$ cat src/logic/gat_defs.svh
// Sizes are fixed for one small graph; widths derive from them and every count must be at least 2
`ifndef GAT_DEFS_SVH
`define GAT_DEFS_SVH

// ==============================
// Graph and feature sizes
// ==============================
`define GAT_TOTAL_NODES      8
`define GAT_NUM_FEATURE_IN   11
`define GAT_NUM_FEATURE_OUT  4
`define GAT_H_DEPTH          64

// ==============================
// Data widths
// ==============================
`define GAT_DATA_WIDTH       8
`define GAT_FEAT_WIDTH       32

// ==============================
// Derived address and index widths
// ==============================
`define GAT_COL_W        ($clog2(`GAT_NUM_FEATURE_IN))
`define GAT_NODE_W       ($clog2(`GAT_TOTAL_NODES))
`define GAT_H_ADDR_W     ($clog2(`GAT_H_DEPTH))
// A row may hold every input column
`define GAT_ROW_LEN_W    ($clog2(`GAT_NUM_FEATURE_IN + 1))
// Weight word at row * GAT_NUM_FEATURE_OUT + column
`define GAT_WGT_ADDR_W   ($clog2(`GAT_NUM_FEATURE_IN * `GAT_NUM_FEATURE_OUT))
// Feature word at node * GAT_NUM_FEATURE_OUT + output index
`define GAT_FEAT_ADDR_W  ($clog2(`GAT_TOTAL_NODES * `GAT_NUM_FEATURE_OUT))

`endif
$ cat src/logic/gat_pkg.sv
// Types for the first-layer transform only; sizes come from gat_defs.svh and are not parameters
`include "gat_defs.svh"

package gat_pkg;

  // ==============================
  // Sparse H entry
  // ==============================
  typedef struct packed {
    logic signed [`GAT_DATA_WIDTH-1:0] value;
    logic        [`GAT_COL_W-1:0]      col;
  } h_entry_t;

  // ==============================
  // Dense rows
  // ==============================

  // One W row, element i feeds output feature i
  typedef struct packed {
    logic [`GAT_NUM_FEATURE_OUT-1:0][`GAT_DATA_WIDTH-1:0] w;
  } wgt_row_t;

  // New features of one node, two's complement
  typedef struct packed {
    logic [`GAT_NUM_FEATURE_OUT-1:0][`GAT_FEAT_WIDTH-1:0] feat;
  } feat_row_t;

  // ==============================
  // Scheduler
  // ==============================
  typedef enum logic [2:0] {
    IDLE,
    ROW,
    ENTRY,
    WRITE,
    DONE
  } sched_state_t;

endpackage

$ cat src/logic/gat_top.sv
// Host must finish all three loads before raising the load-done levels and not write while busy
`timescale 1ns/1ns
`include "gat_defs.svh"

module gat_top (
  input  logic                         clk,
  input  logic                         rst_n,

  input  gat_pkg::h_entry_t            h_data_bram_din,
  input  logic                         h_data_bram_ena,
  input  logic                         h_data_bram_wea,
  input  logic [`GAT_H_ADDR_W-1:0]     h_data_bram_addra,

  input  logic [`GAT_ROW_LEN_W-1:0]    h_node_info_bram_din,
  input  logic                         h_node_info_bram_ena,
  input  logic                         h_node_info_bram_wea,
  input  logic [`GAT_NODE_W-1:0]       h_node_info_bram_addra,

  input  logic [`GAT_DATA_WIDTH-1:0]   wgt_bram_din,
  input  logic                         wgt_bram_ena,
  input  logic                         wgt_bram_wea,
  input  logic [`GAT_WGT_ADDR_W-1:0]   wgt_bram_addra,

  input  logic                         h_data_bram_load_done,
  input  logic                         h_node_info_bram_load_done,
  input  logic                         wgt_bram_load_done,

  input  logic [`GAT_FEAT_ADDR_W-1:0]  feat_bram_addrb,
  output logic [`GAT_FEAT_WIDTH-1:0]   feat_bram_dout,
  output logic                         gat_ready
);
  import gat_pkg::*;

  logic [`GAT_NODE_W-1:0]    node_idx;
  logic [`GAT_H_ADDR_W-1:0]  h_addr;
  logic [`GAT_ROW_LEN_W-1:0] row_len;
  h_entry_t                  h_entry;
  wgt_row_t                  wgt_row;
  feat_row_t                 feat_row;
  logic                      acc_clear;
  logic                      acc_en;
  logic                      feat_we;

  // ==============================
  // Storage
  // ==============================
  gat_memory u_gat_memory (
    .clk                    (clk),
    .rst_n                  (rst_n),
    .h_data_bram_din        (h_data_bram_din),
    .h_data_bram_ena        (h_data_bram_ena),
    .h_data_bram_wea        (h_data_bram_wea),
    .h_data_bram_addra      (h_data_bram_addra),
    .h_node_info_bram_din   (h_node_info_bram_din),
    .h_node_info_bram_ena   (h_node_info_bram_ena),
    .h_node_info_bram_wea   (h_node_info_bram_wea),
    .h_node_info_bram_addra (h_node_info_bram_addra),
    .wgt_bram_din           (wgt_bram_din),
    .wgt_bram_ena           (wgt_bram_ena),
    .wgt_bram_wea           (wgt_bram_wea),
    .wgt_bram_addra         (wgt_bram_addra),
    .node_idx               (node_idx),
    .h_addr                 (h_addr),
    .row_len                (row_len),
    .h_entry                (h_entry),
    .wgt_row                (wgt_row),
    .feat_we                (feat_we),
    .feat_row               (feat_row),
    .feat_bram_addrb        (feat_bram_addrb),
    .feat_bram_dout         (feat_bram_dout)
  );

  // ==============================
  // Sequencer and datapath
  // ==============================
  row_scheduler u_row_scheduler (
    .clk                        (clk),
    .rst_n                      (rst_n),
    .h_data_bram_load_done      (h_data_bram_load_done),
    .h_node_info_bram_load_done (h_node_info_bram_load_done),
    .wgt_bram_load_done         (wgt_bram_load_done),
    .row_len                    (row_len),
    .node_idx                   (node_idx),
    .h_addr                     (h_addr),
    .acc_clear                  (acc_clear),
    .acc_en                     (acc_en),
    .feat_we                    (feat_we),
    .gat_ready                  (gat_ready)
  );

  feature_mac u_feature_mac (
    .clk       (clk),
    .rst_n     (rst_n),
    .acc_clear (acc_clear),
    .acc_en    (acc_en),
    .h_entry   (h_entry),
    .wgt_row   (wgt_row),
    .feat_row  (feat_row)
  );

endmodule

$ cat src/logic/feature_mac.sv
// Accumulators do not saturate; sums must fit GAT_FEAT_WIDTH for the loaded data
`timescale 1ns/1ns
`include "gat_defs.svh"

module feature_mac (
  input  logic                clk,
  input  logic                rst_n,

  input  logic                acc_clear,
  input  logic                acc_en,

  input  gat_pkg::h_entry_t   h_entry,
  input  gat_pkg::wgt_row_t   wgt_row,

  output gat_pkg::feat_row_t  feat_row
);
  import gat_pkg::*;

  feat_row_t                        acc_q;
  logic signed [`GAT_FEAT_WIDTH-1:0] prod [`GAT_NUM_FEATURE_OUT];

  // ==============================
  // Products
  // ==============================

  // Sign-extended to the accumulator width
  always_comb begin
    for (int i = 0; i < `GAT_NUM_FEATURE_OUT; i++) begin
      prod[i] = h_entry.value * $signed(wgt_row.w[i]);
    end
  end

  // ==============================
  // Accumulators
  // ==============================
  always_ff @(posedge clk or negedge rst_n) begin
    if (!rst_n) begin
      acc_q <= '0;
    end else if (acc_clear) begin
      acc_q <= '0;
    end else if (acc_en) begin
      for (int i = 0; i < `GAT_NUM_FEATURE_OUT; i++) begin
        acc_q.feat[i] <= acc_q.feat[i] + prod[i];
      end
    end
  end

  assign feat_row = acc_q;

endmodule

$ cat src/logic/row_scheduler.sv
// One node in flight; H entries of all nodes must be packed back to back in node order
`timescale 1ns/1ns
`include "gat_defs.svh"

module row_scheduler (
  input  logic                         clk,
  input  logic                         rst_n,

  input  logic                         h_data_bram_load_done,
  input  logic                         h_node_info_bram_load_done,
  input  logic                         wgt_bram_load_done,

  input  logic [`GAT_ROW_LEN_W-1:0]    row_len,
  output logic [`GAT_NODE_W-1:0]       node_idx,
  output logic [`GAT_H_ADDR_W-1:0]     h_addr,

  output logic                         acc_clear,
  output logic                         acc_en,
  output logic                         feat_we,
  output logic                         gat_ready
);
  import gat_pkg::*;

  sched_state_t              state;
  sched_state_t              next_state;
  logic [`GAT_ROW_LEN_W-1:0] entry_cnt;
  logic                      all_loaded;
  logic                      last_entry;
  logic                      last_node;

  assign all_loaded = h_data_bram_load_done & h_node_info_bram_load_done & wgt_bram_load_done;
  assign last_entry = (entry_cnt == row_len - 1'b1);
  assign last_node  = (node_idx == (`GAT_TOTAL_NODES - 1));

  // ==============================
  // Next state
  // ==============================
  always_comb begin
    next_state = state;
    case (state)
      IDLE: begin
        if (all_loaded) begin
          next_state = ROW;
        end
      end
      // Empty row skips straight to the write
      ROW: begin
        next_state = (row_len == '0) ? WRITE : ENTRY;
      end
      ENTRY: begin
        if (last_entry) begin
          next_state = WRITE;
        end
      end
      WRITE: begin
        next_state = last_node ? DONE : ROW;
      end
      DONE: begin
        next_state = DONE;
      end
      default: begin
        next_state = IDLE;
      end
    endcase
    // Dropping any load-done level aborts or releases the core
    if (!all_loaded) begin
      next_state = IDLE;
    end
  end

  // ==============================
  // State and counters
  // ==============================
  always_ff @(posedge clk or negedge rst_n) begin
    if (!rst_n) begin
      state     <= IDLE;
      node_idx  <= '0;
      h_addr    <= '0;
      entry_cnt <= '0;
    end else begin
      state <= next_state;
      case (state)
        IDLE: begin
          node_idx <= '0;
          h_addr   <= '0;
        end
        ROW: begin
          entry_cnt <= '0;
        end
        // Running H address carries into the next node
        ENTRY: begin
          h_addr    <= h_addr + 1'b1;
          entry_cnt <= entry_cnt + 1'b1;
        end
        WRITE: begin
          if (!last_node) begin
            node_idx <= node_idx + 1'b1;
          end
        end
        default: begin
        end
      endcase
    end
  end

  // Strobes decoded from the current state
  assign acc_clear = (state == ROW);
  assign acc_en    = (state == ENTRY);
  assign feat_we   = (state == WRITE);
  assign gat_ready = (state == DONE);

endmodule

$ cat src/logic/gat_memory.sv
// All reads are combinational; weight and feature addresses past the stored range are ignored
`timescale 1ns/1ns
`include "gat_defs.svh"

module gat_memory (
  input  logic                         clk,
  input  logic                         rst_n,

  input  gat_pkg::h_entry_t            h_data_bram_din,
  input  logic                         h_data_bram_ena,
  input  logic                         h_data_bram_wea,
  input  logic [`GAT_H_ADDR_W-1:0]     h_data_bram_addra,

  input  logic [`GAT_ROW_LEN_W-1:0]    h_node_info_bram_din,
  input  logic                         h_node_info_bram_ena,
  input  logic                         h_node_info_bram_wea,
  input  logic [`GAT_NODE_W-1:0]       h_node_info_bram_addra,

  input  logic [`GAT_DATA_WIDTH-1:0]   wgt_bram_din,
  input  logic                         wgt_bram_ena,
  input  logic                         wgt_bram_wea,
  input  logic [`GAT_WGT_ADDR_W-1:0]   wgt_bram_addra,

  input  logic [`GAT_NODE_W-1:0]       node_idx,
  input  logic [`GAT_H_ADDR_W-1:0]     h_addr,
  output logic [`GAT_ROW_LEN_W-1:0]    row_len,
  output gat_pkg::h_entry_t            h_entry,
  output gat_pkg::wgt_row_t            wgt_row,

  input  logic                         feat_we,
  input  gat_pkg::feat_row_t           feat_row,

  input  logic [`GAT_FEAT_ADDR_W-1:0]  feat_bram_addrb,
  output logic [`GAT_FEAT_WIDTH-1:0]   feat_bram_dout
);
  import gat_pkg::*;

  h_entry_t                  h_mem    [`GAT_H_DEPTH];
  logic [`GAT_ROW_LEN_W-1:0] info_mem [`GAT_TOTAL_NODES];
  wgt_row_t                  wgt_mem  [`GAT_NUM_FEATURE_IN];
  feat_row_t                 feat_mem [`GAT_TOTAL_NODES];

  // ==============================
  // Host loading
  // ==============================
  always_ff @(posedge clk) begin
    if (h_data_bram_ena && h_data_bram_wea) begin
      h_mem[h_data_bram_addra] <= h_data_bram_din;
    end
  end

  // Unloaded nodes read as empty rows
  always_ff @(posedge clk or negedge rst_n) begin
    if (!rst_n) begin
      for (int i = 0; i < `GAT_TOTAL_NODES; i++) begin
        info_mem[i] <= '0;
      end
    end else if (h_node_info_bram_ena && h_node_info_bram_wea) begin
      info_mem[h_node_info_bram_addra] <= h_node_info_bram_din;
    end
  end

  // Flat weight address split into W row and column
  always_ff @(posedge clk) begin
    if (wgt_bram_ena && wgt_bram_wea) begin
      wgt_mem[wgt_bram_addra / `GAT_NUM_FEATURE_OUT].w[wgt_bram_addra % `GAT_NUM_FEATURE_OUT]
        <= wgt_bram_din;
    end
  end

  // ==============================
  // Core side
  // ==============================
  assign row_len = info_mem[node_idx];
  assign h_entry = h_mem[h_addr];
  // W row picked by the current entry's column
  assign wgt_row = wgt_mem[h_entry.col];

  always_ff @(posedge clk) begin
    if (feat_we) begin
      feat_mem[node_idx] <= feat_row;
    end
  end

  // Host read of one feature word
  assign feat_bram_dout =
    feat_mem[feat_bram_addrb / `GAT_NUM_FEATURE_OUT].feat[feat_bram_addrb % `GAT_NUM_FEATURE_OUT];

endmodule

$ cat config.mk
export PLATFORM = sky130hd
export DESIGN_NAME = gat_top
export DESIGN_NICKNAME = d
export VERILOG_FILES = /design/src/logic/gat_pkg.sv /design/src/logic/gat_top.sv /design/src/logic/feature_mac.sv /design/src/logic/row_scheduler.sv /design/src/logic/gat_memory.sv
export VERILOG_INCLUDE_DIRS = /design/src /design/src/logic
export SDC_FILE = /design/constraint.sdc
export NUM_CORES = 2
export LEC_CHECK = 0
export ABC_AREA = 0
export ABC_CLOCK_PERIOD_IN_PS = 18800
export BUFFER_PORTS_ARGS = -buffer_cell sky130_fd_sc_hd__buf_2
export CAP_MARGIN = 25
export CORE_MARGIN = 2
export CORE_UTILIZATION = 50
export CTS_CLUSTER_SIZE = 30
export DETAILED_ROUTE_END_ITERATION = 8
export GPL_ROUTABILITY_DRIVEN = 0
export HOLD_SLACK_MARGIN = 0.08
export PLACE_DENSITY = 0.65
export SLEW_MARGIN = 25
export SYNTH_ARGS = -nofsm -noshare
export SYNTH_HDL_FRONTEND = slang
export SYNTH_HIERARCHICAL = 1
export SYNTH_SLANG_ARGS = --single-unit
$ cat constraint.sdc
create_clock -name clk -period 18.8 [get_ports clk]
set_input_delay 3.76 -clock clk [delete_from_list [all_inputs] [get_ports clk]]
set_output_delay 3.76 -clock clk [all_outputs]
set_load 0.05 [all_outputs]
==> impl_results.md <==
* Seq. cell area at about 69000 µm²
* Fin nets at just under 7000
* TritonCTS clock tree: done
* Clock skew at 0.0906 ns
* Global-route wire length before repair at 366000 µm
* Startpoint types: flip-flop
* Initial cell density of the core at 50.4%
* PnR worst setup slack at 6.43 ns
* CP peak stage delay at slightly below 0.9 ns
* Post-Syn Instances at approximately 6200
* Minimum clock period at 12.37 ns
* Post-Synthesis Net Count at 6706
* Die H at 464 µm
* Worst path slowest cell: or3_1
* CTS Root Cell: clkbuf_16
* # fillers at 15988
* Critical Path Stages at 37
* Slew Viols, Final at 0
* Reg clk slew, reported paths at 0.06 ns
* Drt total wl at 241000 µm
* Number of DRC markers in iteration 0 at ~5000
* Synth top area cells: edfxtp_1, mux4_2, fa_1
* Syn. warnings at 6
* Share of the synthesized area in the top cell type at 60.9%
* Fin crit share at 65.8%
* Area delta synth->final at 11.1%
* Port Buffers at 87
* GRT Total Usage at between 20% and 30%
* Initial antenna violation count at 5
* Count of non-filler cells in the finished layout at 9355
* GRT overflow at 0
* Asr flop ratio synth at under 10%
* Setup violators final at 0
* Hold Path Stages at 1
* Core area at between 200000 and 250000 µm²
* Crit end category: flip-flop
* Dpl ws at 6.56 ns
* Routed len/inst at 25.8 µm
* Worst skew pair latency at around 0.9 ns
* Post-DP HPWL at 149000 µm
* Die X at 464 µm
* Worst min-delay path class: reg -> reg
* Area of the mapped netlist at 106000 µm²
* Sinks on Clock Net at ~2300
* Post-CTS Setup Inserts at 0
* Fmax at 80.9 MHz
* Worst Path Buf+Inv at 6
* Largest net degree at the start of global routing at 122
* Post_cts resized at 0
* Drt drc at 0
* Layout cell share with drive strength beyond 1 at about a fifth
* Detail Route Antenna Nets at 0
* Largest area contributor in the netlist: edfxtp_1
* Max_cap viols at 0
* Outcome: completed
* Slew headroom at about a quarter
* CP Class: reg -> reg
* Crit path max fanout at 46
* Worst Max-Slew Pin Slew at 1.12 ns
* Top Family by Delay on Critical Path: compound AO/OA/AOI/OAI gates
* Setup TNS at 0 ns
* Avg Inst Size Synth at 17.1 µm²
* Hold Vio Cnt, Final at 0
* Cts hold-fix bufs at 0
* H-tree levels at 4
* TritonCTS buffer count at 228
* Via density at 5.93
* Post-synthesis register bit count at approximately 2300
* IO Count at 88
* Placed Instances at between 8000 and 9000
* Via count at between 50000 and 60000
* Multi-input gate area at 34600 µm²
* # rows at 168
* Worst Path Arrival at approximately 13 ns
* Sequential area share after synthesis at 65.0%
* R2R cell count at 37
* Dominant synthesized flop cell: edfxtp_1
* Synth cell types at 90
* Drt first pass iters at 7
* Unrepaired setup endpoints after global routing: false
* Worst Path Required at 19.58 ns
* Clk buf depth at 3
* Die footprint at 215000 µm²
* Core Util, Final at 56.0%
* Post-synth EDFFs at 2144
* Vias in the first global route at approximately 56000
[metal layers]
layer,track usage (%),vias to the layer above,routed length (µm)
met5,0,-,11
met2,36.5,1690,117000
met3,3.41,327,14300
met4,5.44,2,5040
met1,32.5,29183,105000
li1,-,24248,-
[registers in the layout, summed over array words and instances (netlist names)]
register / count
u_gat_memory/feat_mem: 1024
u_row_scheduler/h_addr: 6
u_row_scheduler/state: 3
u_gat_memory/wgt_mem: 352
u_gat_memory/info_mem: 32
u_row_scheduler/node_idx: 3
u_row_scheduler/entry_cnt: 4
u_feature_mac/feat_row: 128
u_gat_memory/h_mem: 768
[worst paths after layout]
check                                                      startpoint                                       to  slack [ns]
max in group asynchronous                                       rst_n   u_feature_mac/feat_row[59]$_DFFE_PN0P_       14.73
worst max-delay path            u_row_scheduler/h_addr[2]$_DFFE_PN0P_  u_feature_mac/feat_row[127]$_DFFE_PN0P_        6.43
worst max register to register  u_row_scheduler/h_addr[2]$_DFFE_PN0P_  u_feature_mac/feat_row[127]$_DFFE_PN0P_        6.43
worst min-delay path            u_gat_memory/info_mem[14]$_DFFE_PN0P_    u_gat_memory/info_mem[14]$_DFFE_PN0P_        0.50
min in group asynchronous                                       rst_n    u_row_scheduler/h_addr[1]$_DFFE_PN0P_        2.79
worst min register to register  u_gat_memory/info_mem[14]$_DFFE_PN0P_    u_gat_memory/info_mem[14]$_DFFE_PN0P_        0.50
[layout make-up]
cell class	instances	area share, %
Sequential cell	2320	58.5
Multi-Input combinational cell	3204	29.4
Clock buffer	298	5.23
Tap cell	2805	2.99
Clock inverter	136	1.37
Inverter	387	1.24
Timing Repair Buffer	201	1.21
Antenna cell	4	0.00852
[per-stage QoR]
step	hold WS, ns	area, µm²
final	0.499	118000
after global routing	0.506	118000
after CTS	0.502	117000
after detailed placement	0.493	110000
after global placement	0.484	110000
after floorplan	0.474	106000
[layout by cell type (no fill, tap or decap), types with 29 or more instances in the layout]
master / synthesis / routed
or3_1: 29 / 29
edfxtp_1: 2144 / 2144
buf_4: 11 / 115
o22ai_1: 51 / 51
mux2_2: 105 / 105
inv_1: 385 / 383
nor2b_1: 71 / 71
mux4_2: 541 / 541
clkbuf_1: 170 / 53
clkinv_2: 0 / 41
nor3_1: 43 / 40
buf_2: 29 / 74
nor2_2: 0 / 37
dfrtp_1: 176 / 172
xnor2_1: 115 / 111
nand2_1: 166 / 166
and2_1: 185 / 183
clkinv_1: 0 / 37
ha_1: 253 / 253
clkbuf_16: 0 / 229
mux2i_1: 232 / 232
a21o_1: 79 / 79
nand3_1: 62 / 61
a21oi_1: 178 / 178
fa_1: 224 / 224
xor2_1: 42 / 42
nor2_1: 345 / 301
o21ai_0: 78 / 78
nand2b_1: 37 / 37
[cell usage after synthesis (26+ instances only)]
cell type / instances
a21o_1: 79
nor2b_1: 71
a211o_1: 26
nor2_1: 345
o21ai_0: 78
mux2_2: 105
inv_1: 385
mux4_2: 541
edfxtp_1: 2144
fa_1: 224
or3_1: 29
ha_1: 253
dfrtp_1: 176
buf_1: 37
xor2_1: 42
a21oi_1: 178
and2_1: 185
xnor2_1: 115
buf_2: 29
nor3_1: 43
nand3_1: 62
o22ai_1: 51
clkbuf_1: 170
nand2b_1: 37
mux2i_1: 232
nand2_1: 166
[cells by family after synthesis]
family,synth area share (%)
mux,14.8
xor+xnor,1.30
compound gates,4.33
simple gates,4.79
buf+inv,2.49
flops,65.0
fa+ha+maj,7.23
Power is left out: the tool's default activity adds up to more than one toggle a clock period on the data nets, which glitch-free logic cannot reach.
